==> src/common/tile_pkg.sv <==
package tile_pkg;

  // Bus widths
  localparam int ADDR_W = 32;  // Word address
  localparam int DATA_W = 32;  // Store data word

  // Magic addresses, never backed by memory
  localparam logic [ADDR_W-1:0] EOC_ADDR    = 32'hFFFF_0000;  // Exit code
  localparam logic [ADDR_W-1:0] STDOUT_ADDR = 32'hFFFF_0004;  // One character

  // Width of the character field in a console word
  localparam int CHAR_W = 8;

  // One store word, seen raw or as a console byte
  typedef union packed {
    logic [DATA_W-1:0] word;  // Plain memory data, exit code
    struct packed {
      logic [DATA_W-CHAR_W-1:0] upper;  // Must be zero for a valid char
      logic [CHAR_W-1:0]        ch;     // Printed character
    } con;
  } store_data_u;

endpackage

==> src/common/wr_if.sv <==
`timescale 1ns/1ps

// Write channel that transfers on valid && !block
interface wr_if import tile_pkg::*; ();

  logic              valid;  // Entry present
  logic [ADDR_W-1:0] addr;   // Target word address
  store_data_u       data;   // Payload
  logic              block;  // Sink cannot take it this cycle

  // Producer side holds its entry while blocked
  modport source (
    output valid,
    output addr,
    output data,
    input  block
  );

  modport sink (
    input  valid,
    input  addr,
    input  data,
    output block
  );

endinterface

==> src/l2_sink/l2_sink.sv <==
`timescale 1ns/1ps

module l2_sink import tile_pkg::*; #(
  parameter int MEM_WORDS = 64
) (
  input  logic              clk,
  input  logic              arst_n_i,
  wr_if.sink                wr,
  input  logic              stall_i,
  output logic              char_valid_o,
  output logic [7:0]        char_o,
  output logic              eoc_valid_o,
  output logic [DATA_W-1:0] exit_code_o,
  input  logic [ADDR_W-1:0] rd_addr_i,
  output logic [DATA_W-1:0] rd_data_o
);

  localparam int IDX_W = (MEM_WORDS > 1) ? $clog2(MEM_WORDS) : 1;

  logic [DATA_W-1:0] mem [MEM_WORDS];  // L2 word store

  logic             xfer;
  logic             is_eoc;
  logic             is_con;
  logic             con_ok;
  logic [IDX_W-1:0] wr_idx;
  logic [IDX_W-1:0] rd_idx;

  assign wr.block = stall_i;  // External back-pressure
  assign xfer     = wr.valid & ~wr.block;

  // Address decode
  assign is_eoc = (wr.addr == EOC_ADDR);
  assign is_con = (wr.addr == STDOUT_ADDR);

  // Only 1..255 prints while zero and wide values drop
  assign con_ok = (wr.data.con.ch != '0) && (wr.data.con.upper == '0);

  // Word index wraps at the memory size
  assign wr_idx = IDX_W'(wr.addr % ADDR_W'(MEM_WORDS));
  assign rd_idx = IDX_W'(rd_addr_i % ADDR_W'(MEM_WORDS));

  assign rd_data_o = mem[rd_idx];  // Combinational read port

  // Console and EOC strobes
  always_ff @(posedge clk or negedge arst_n_i) begin
    if (!arst_n_i) begin
      char_valid_o <= 1'b0;
      eoc_valid_o  <= 1'b0;
      exit_code_o  <= '0;
    end else begin
      char_valid_o <= xfer & is_con & con_ok;  // Single-cycle pulse
      eoc_valid_o  <= xfer & is_eoc;
      if (xfer && is_eoc) begin
        exit_code_o <= wr.data.word;  // Held until next exit write
      end
    end
  end

  always_ff @(posedge clk) begin
    if (xfer && is_con) begin
      char_o <= wr.data.con.ch;
    end
    // Magic addresses never reach the array
    if (xfer && !is_eoc && !is_con) begin
      mem[wr_idx] <= wr.data.word;
    end
  end

endmodule

==> src/store_engine/store_engine.sv <==
`timescale 1ns/1ps

module store_engine import tile_pkg::*; (
  input  logic              clk,
  input  logic              arst_n_i,
  input  logic              start_i,
  input  logic [ADDR_W-1:0] base_addr_i,
  input  logic [DATA_W-1:0] first_i,
  input  logic [DATA_W-1:0] stride_i,
  input  logic [7:0]        len_i,
  output logic              busy_o,
  wr_if.source              wr
);

  // Sequencer phases
  localparam logic [1:0] ST_IDLE = 2'd0;
  localparam logic [1:0] ST_DATA = 2'd1;  // One write per element
  localparam logic [1:0] ST_CON  = 2'd2;  // Sum byte to console
  localparam logic [1:0] ST_EXIT = 2'd3;  // Length to EOC

  logic [1:0]        state_q;
  logic [7:0]        cnt_q;    // Elements already written
  logic [ADDR_W-1:0] addr_q;   // Address of current element
  logic [DATA_W-1:0] val_q;    // Value of current element
  logic [DATA_W-1:0] stride_q;
  logic [7:0]        len_q;
  logic [DATA_W-1:0] sum_q;    // Wraps at 32 bits

  logic        start;
  logic        xfer;
  logic        last_elem;
  store_data_u wdata;

  assign start     = start_i & ~busy_o;  // Ignored while a job runs
  assign xfer      = wr.valid & ~wr.block;
  assign last_elem = (cnt_q == len_q - 8'd1);

  assign busy_o = (state_q != ST_IDLE);

  // Present an entry in every active phase
  assign wr.valid = busy_o;
  assign wr.data  = wdata;

  always_comb begin
    wdata = '0;
    case (state_q)
      ST_CON: begin
        wr.addr         = STDOUT_ADDR;
        wdata.con.upper = '0;
        wdata.con.ch    = sum_q[CHAR_W-1:0];  // Low byte of the sum
      end
      ST_EXIT: begin
        wr.addr    = EOC_ADDR;
        wdata.word = DATA_W'(len_q);  // Exit code is the job length
      end
      default: begin
        wr.addr    = addr_q;
        wdata.word = val_q;
      end
    endcase
  end

  // Phase and element count
  always_ff @(posedge clk or negedge arst_n_i) begin
    if (!arst_n_i) begin
      state_q <= ST_IDLE;
      cnt_q   <= '0;
    end else begin
      case (state_q)
        ST_IDLE: begin
          if (start) begin
            cnt_q   <= '0;
            state_q <= (len_i == 8'd0) ? ST_CON : ST_DATA;  // Empty job skips data
          end
        end
        ST_DATA: begin
          if (xfer) begin
            cnt_q <= cnt_q + 8'd1;
            if (last_elem) state_q <= ST_CON;
          end
        end
        ST_CON: begin
          if (xfer) state_q <= ST_EXIT;
        end
        default: begin
          if (xfer) state_q <= ST_IDLE;  // busy_o drops on the exit transfer
        end
      endcase
    end
  end

  // Job datapath loaded on start
  always_ff @(posedge clk) begin
    if (start) begin
      addr_q   <= base_addr_i;
      val_q    <= first_i;
      stride_q <= stride_i;
      len_q    <= len_i;
      sum_q    <= '0;
    end else if (xfer && state_q == ST_DATA) begin
      addr_q <= addr_q + ADDR_W'(1);  // Next word
      val_q  <= val_q + stride_q;
      sum_q  <= sum_q + val_q;        // Accumulate value just written
    end
  end

endmodule

==> src/verilog/tile_top.sv <==
`timescale 1ns/1ps

module tile_top import tile_pkg::*; #(
  parameter int FIFO_DEPTH = 4,
  parameter int MEM_WORDS  = 64
) (
  input  logic              clk,
  input  logic              arst_n_i,
  // Job request
  input  logic              start_i,
  input  logic [ADDR_W-1:0] base_addr_i,
  input  logic [DATA_W-1:0] first_i,
  input  logic [DATA_W-1:0] stride_i,
  input  logic [7:0]        len_i,
  output logic              busy_o,
  // L2 side
  input  logic              mem_stall_i,
  output logic              char_valid_o,
  output logic [7:0]        char_o,
  output logic              eoc_valid_o,
  output logic [DATA_W-1:0] exit_code_o,
  input  logic [ADDR_W-1:0] rd_addr_i,
  output logic [DATA_W-1:0] rd_data_o
);

  wr_if eng_wr ();  // Engine to FIFO
  wr_if mem_wr ();  // FIFO to L2

  store_engine store_engine_i (
    .clk         (clk),
    .arst_n_i    (arst_n_i),
    .start_i     (start_i),
    .base_addr_i (base_addr_i),
    .first_i     (first_i),
    .stride_i    (stride_i),
    .len_i       (len_i),
    .busy_o      (busy_o),
    .wr          (eng_wr.source)
  );

  wr_fifo #(
    .FIFO_DEPTH (FIFO_DEPTH)
  ) wr_fifo_i (
    .clk      (clk),
    .arst_n_i (arst_n_i),
    .in       (eng_wr.sink),
    .out      (mem_wr.source)
  );

  l2_sink #(
    .MEM_WORDS (MEM_WORDS)
  ) l2_sink_i (
    .clk          (clk),
    .arst_n_i     (arst_n_i),
    .wr           (mem_wr.sink),
    .stall_i      (mem_stall_i),
    .char_valid_o (char_valid_o),
    .char_o       (char_o),
    .eoc_valid_o  (eoc_valid_o),
    .exit_code_o  (exit_code_o),
    .rd_addr_i    (rd_addr_i),
    .rd_data_o    (rd_data_o)
  );

endmodule

==> src/verilog/wr_fifo.sv <==
`timescale 1ns/1ps

module wr_fifo import tile_pkg::*; #(
  parameter int FIFO_DEPTH = 4
) (
  input  logic clk,
  input  logic arst_n_i,
  wr_if.sink   in,
  wr_if.source out
);

  localparam int PTR_W = (FIFO_DEPTH > 1) ? $clog2(FIFO_DEPTH) : 1;
  localparam int CNT_W = $clog2(FIFO_DEPTH + 1);

  // Entry storage
  logic [ADDR_W-1:0] addr_mem [FIFO_DEPTH];
  store_data_u       data_mem [FIFO_DEPTH];

  logic [PTR_W-1:0] wr_ptr_q;
  logic [PTR_W-1:0] rd_ptr_q;
  logic [CNT_W-1:0] cnt_q;

  logic full;
  logic push;
  logic pop;

  assign full = (cnt_q == CNT_W'(FIFO_DEPTH));

  // Full blocks unless the head leaves in the same cycle
  assign in.block = full & out.block;

  assign out.valid = (cnt_q != '0);  // Non-empty level
  assign out.addr  = addr_mem[rd_ptr_q];
  assign out.data  = data_mem[rd_ptr_q];

  assign push = in.valid & ~in.block;
  assign pop  = out.valid & ~out.block;

  // Circular increment for any depth
  function automatic logic [PTR_W-1:0] ptr_next(input logic [PTR_W-1:0] ptr);
    ptr_next = (ptr == PTR_W'(FIFO_DEPTH - 1)) ? '0 : ptr + PTR_W'(1);
  endfunction

  always_ff @(posedge clk or negedge arst_n_i) begin
    if (!arst_n_i) begin
      wr_ptr_q <= '0;
      rd_ptr_q <= '0;
      cnt_q    <= '0;
    end else begin
      if (push) wr_ptr_q <= ptr_next(wr_ptr_q);
      if (pop) rd_ptr_q <= ptr_next(rd_ptr_q);
      // Count only moves on a lone push or pop
      if (push && !pop) begin
        cnt_q <= cnt_q + CNT_W'(1);
      end else if (pop && !push) begin
        cnt_q <= cnt_q - CNT_W'(1);
      end
    end
  end

  always_ff @(posedge clk) begin
    if (push) begin
      addr_mem[wr_ptr_q] <= in.addr;
      data_mem[wr_ptr_q] <= in.data;  // Head slot may be refilled as it pops
    end
  end

endmodule
==> config.mk <==
export PLATFORM = sky130hd
export DESIGN_NAME = tile_top
export DESIGN_NICKNAME = d
export VERILOG_FILES = /design/src/common/tile_pkg.sv /design/src/common/wr_if.sv /design/src/l2_sink/l2_sink.sv /design/src/store_engine/store_engine.sv /design/src/verilog/tile_top.sv /design/src/verilog/wr_fifo.sv
export SDC_FILE = /design/constraint.sdc
export NUM_CORES = 2
export LEC_CHECK = 0
export ABC_AREA = 1
export BUFFER_PORTS_ARGS = -buffer_cell sky130_fd_sc_hd__buf_2
export CELL_PAD_IN_SITES_DETAIL_PLACEMENT = 1
export CELL_PAD_IN_SITES_GLOBAL_PLACEMENT = 2
export CORE_MARGIN = 2
export CORE_UTILIZATION = 47
export DETAILED_ROUTE_END_ITERATION = 10
export GPL_TIMING_DRIVEN = 0
export HOLD_SLACK_MARGIN = 0.02
export PLACE_DENSITY_LB_ADDON = 0.1
export SYNTH_ARGS = -nofsm -noshare
export SYNTH_HDL_FRONTEND = slang
export SYNTH_HIERARCHICAL = 1
export SYNTH_SLANG_ARGS = --single-unit
==> constraint.sdc <==
create_clock -name clk -period 11.46 [get_ports clk]
set_input_delay 1.146 -clock clk [delete_from_list [all_inputs] [get_ports clk]]
set_output_delay 1.146 -clock clk [all_outputs]
set_load 0.005 [all_outputs]
==> flow_summary.yaml <==
pwr:
  seq_power_share: 0.434
  comb_power_share: 0.290
  power_w: 0.0313
  clock_power_share: 0.277
  netSwitchingFraction: 0.356
  p_switching_w: 0.0111
  intPower_w: 0.0202
  pwr_density_cell_nw_per_um2: 256
  p_leak_nw: 46.0
  peakVddDrop_v: 0.000231
route:
  drtIter0Drc: 10300
  drcViolationCount: 0
  viasPerCell: 6.07
  wl_um: 428000
  wl_per_cell_um: 33.0
  ant_nets: 0
  vias: 78700
  firstDrtPassIters: 6
floorplanning:
  core_um2: 220000
  die_width_um: 474
  fp.dieArea_um2: 225000
  rows: 172
  die_height_um: 474
  start_util: 0.473
  io_pins: 215
yosys:
  yosysSeqAreaShare: 0.712
  yosysWarningCount: 6
  postSynthAreaPerCell_um2: 11.5
  ys_types: 53
  syn_area_um2: 104000
  synth_cells: 9017
  synthesis.nets: 9212
  synth_seq_cells: 2475
critical_path:
  setup.worst_path.start_class: "primary input"
  r2r_setup_slack_ns: 6.48
  startpoint: "rd_addr_i[2]"
  reg2reg_to: "l2_sink_i/mem[41][19]"
  reg2regPathDepth: 15
  end_kind: "output pin"
  r2r-start: "wr_fifo_i/rd_ptr_q[0]"
  crit_required_ns: 10.31
  critPathArrivalTime_ns: 5.21
  path_class: "in2out"
  worstPathMaxFanout: 10
cells_and_area:
  layout_commonest_cell: "nand2_1"
  most-common-layout-cells: "nand2_1 (2,878), edfxtp_1 (2,416), nand3_1 (2,000)"
  fin_nets: 9991
  final_util: 0.556
  final.fill_count: 22700
  area_delta_synth_final_pct: 17.5
  layout-drive-gt1-share: 0.145
clock_tree:
  cts_made_buffers: 287
  htreeDepth: 5
  cts-root-buf: "clkbuf_16"
  clock_path_buffers: 4
  path_clk_slew_ns: 0.06
  worstSkewPairLatency_ns: 0.94
  cts_hold_buf: 0
  cts_tree: "done"
  post_cts_resized: 0
  clock_sinks: 2475
  post-cts-setup-buffer-count: 0
sta:
  finalWorstSetupSlack_ns: 5.10
  period_share: 0.555
  fmax_mhz: 157
  finalHoldViolCount: 0
  slew_headroom: -0.0682
  rsz0062_at_grt: "false"
  tightest_slew_ns: 1.60
  fin_setup_tns_ns: 0
  setup_viol: 0
  slew_violations: 23
  skew_ns: 0.0528
  min_period_ns: 6.36
grt:
  track_usage: 0.378
  grt_pass1_vias: 80200
  grt-ovfl-total: 0
  grt_max_degree: 67
  grt_pass1_wl_um: 595000
  antenna_found_initial: 26
placement:
  place.gp.congestion: 0.975
  io_buffers: 184
  dp_hpwl_um: 310000
  post-place-ws_ns: 5.26
status:
  status: "complete, but fails checks"
  violations: "max-capacitance violations, max-slew violations"
job:
  cap_viol_max_count: 2
min_path:
  worstHoldPathType: "in2async"
## layout make-up
type                    count  area, um2  share of cell area
diodes                     19       47.5            0.000389
plain buffers             527       2790              0.0228
clock buffers             364       7680              0.0629
clock inverters           114        892             0.00730
inverters                 367       1380              0.0113
multi-input cells        5648      26400               0.216
flip-flops and latches   2475      74000               0.606
well taps                2958       3700              0.0303
repair buffers            490       5230              0.0428
## per-layer routing
| metal | track usage | up-vias | wire length (um) |
|---|---|---|---|
| met3 | 0.0697 | 1174 | 39400 |
| met4 | 0.254 | 22 | 33500 |
| met2 | 0.613 | 4368 | 200000 |
| met1 | 0.462 | 40000 | 154000 |
| met5 | 0 | - | 172 |
| li1 | - | 33200 | - |
## flip-flops by register name, indices dropped and copies added, names as in the netlist
register and cells:
l2_sink_i/char_o 8, l2_sink_i/char_valid_o 1, l2_sink_i/eoc_valid_o 1, l2_sink_i/exit_code_o 32, l2_sink_i/mem 2048, store_engine_i/addr_q 32
store_engine_i/cnt_q 8, store_engine_i/len_q 8, store_engine_i/state_q 2, store_engine_i/stride_q 32, store_engine_i/sum_q 8, store_engine_i/val_q 32
wr_fifo_i/addr_mem 128, wr_fifo_i/cnt_q 3, wr_fifo_i/data_mem 128, wr_fifo_i/rd_ptr_q 2, wr_fifo_i/wr_ptr_q 2
## worst max-delay path: stages
cell	delay (ns)
buf_2	0.25
clkbuf_1	0.98
buf_1	1.10
nand3_1	0.28
nand3_1	0.23
nand3_1	0.44
nand2_1	0.35
nand2_1	0.09
nand2_1	0.18
buf_2	0.15
## logic make-up after synthesis
| logic type | count (synthesis) | share of synthesized area |
|---|---|---|
| flops | 2475 | 0.712 |
| fa+ha+maj | 55 | 0.00684 |
| compound gates | 335 | 0.0219 |
| simple gates | 5219 | 0.216 |
| xor+xnor | 39 | 0.00329 |
| buf+inv | 894 | 0.0400 |
## power groups by stage
stage | clock, W | combinational [W] | sequential [W]
6_report | 0.00867 | 0.00907 | 0.0136
5_1_grt | 0.00905 | 0.00945 | 0.0136
4_1_cts | 0.00874 | 0.00887 | 0.0136
3_5_place_dp | 0 | 0.00884 | 0.0138
3_3_place_gp | 0 | 0.00754 | 0.0144
2_1_floorplan | 0 | 0.00399 | 0.0138
## cells in the mapped netlist, drive strengths merged
library cell / number / share of area
nand3b: 7 / 0.00051
a21boi: 1 / 0.000072
o21ai: 145 / 0.0070
o21bai: 2 / 0.00014
nor4: 9 / 0.00054
nor3: 72 / 0.0038
dfxtp: 8 / 0.0015
edfxtp: 2416 / 0.70
o21a: 1 / 0.000072
nand2: 2916 / 0.11
xnor2: 15 / 0.0013
o211ai: 64 / 0.0069
ha: 52 / 0.0063
nand4: 16 / 0.0010
o31ai: 3 / 0.00022
and3: 1 / 0.000060
inv: 367 / 0.013
and2: 3 / 0.00018
dfrtp: 51 / 0.012
or2: 9 / 0.00054
nor3b: 2 / 0.00019
a21o: 1 / 0.000072
a21oi: 100 / 0.0063
nand3: 2004 / 0.097
clkbuf: 110 / 0.0040
o22ai: 2 / 0.00012
fa: 3 / 0.00058
xor2: 24 / 0.0020
a22oi: 8 / 0.00058
buf: 417 / 0.023
nor2: 180 / 0.0069
a31oi: 8 / 0.00048
## per-stage QoR
step	instance area [um2]	hold slack, ns	cells
6_report	122000	0.228	13000
5_1_grt	122000	0.241	12900
4_1_cts	122000	0.206	12900
3_5_place_dp	114000	0.487	12500
3_3_place_gp	109000	0.479	12200
2_1_floorplan	104000	0.460	9017
## worst max-delay path by stage
stage / end / slack, ns / cells past startpoint
finish: rd_data_o[19] / 5.10 / 10
CTS: rd_data_o[19] / 5.26 / 10
global placement: l2_sink_i/mem[48][17] / 1.41 / 5
detailed placement: rd_data_o[19] / 5.26 / 10
floorplan: wr_fifo_i/addr_mem[0][0] / 6.70 / 6
global route: rd_data_o[19] / 5.35 / 10
No activity file was read; power rests on OpenSTA's default activity.
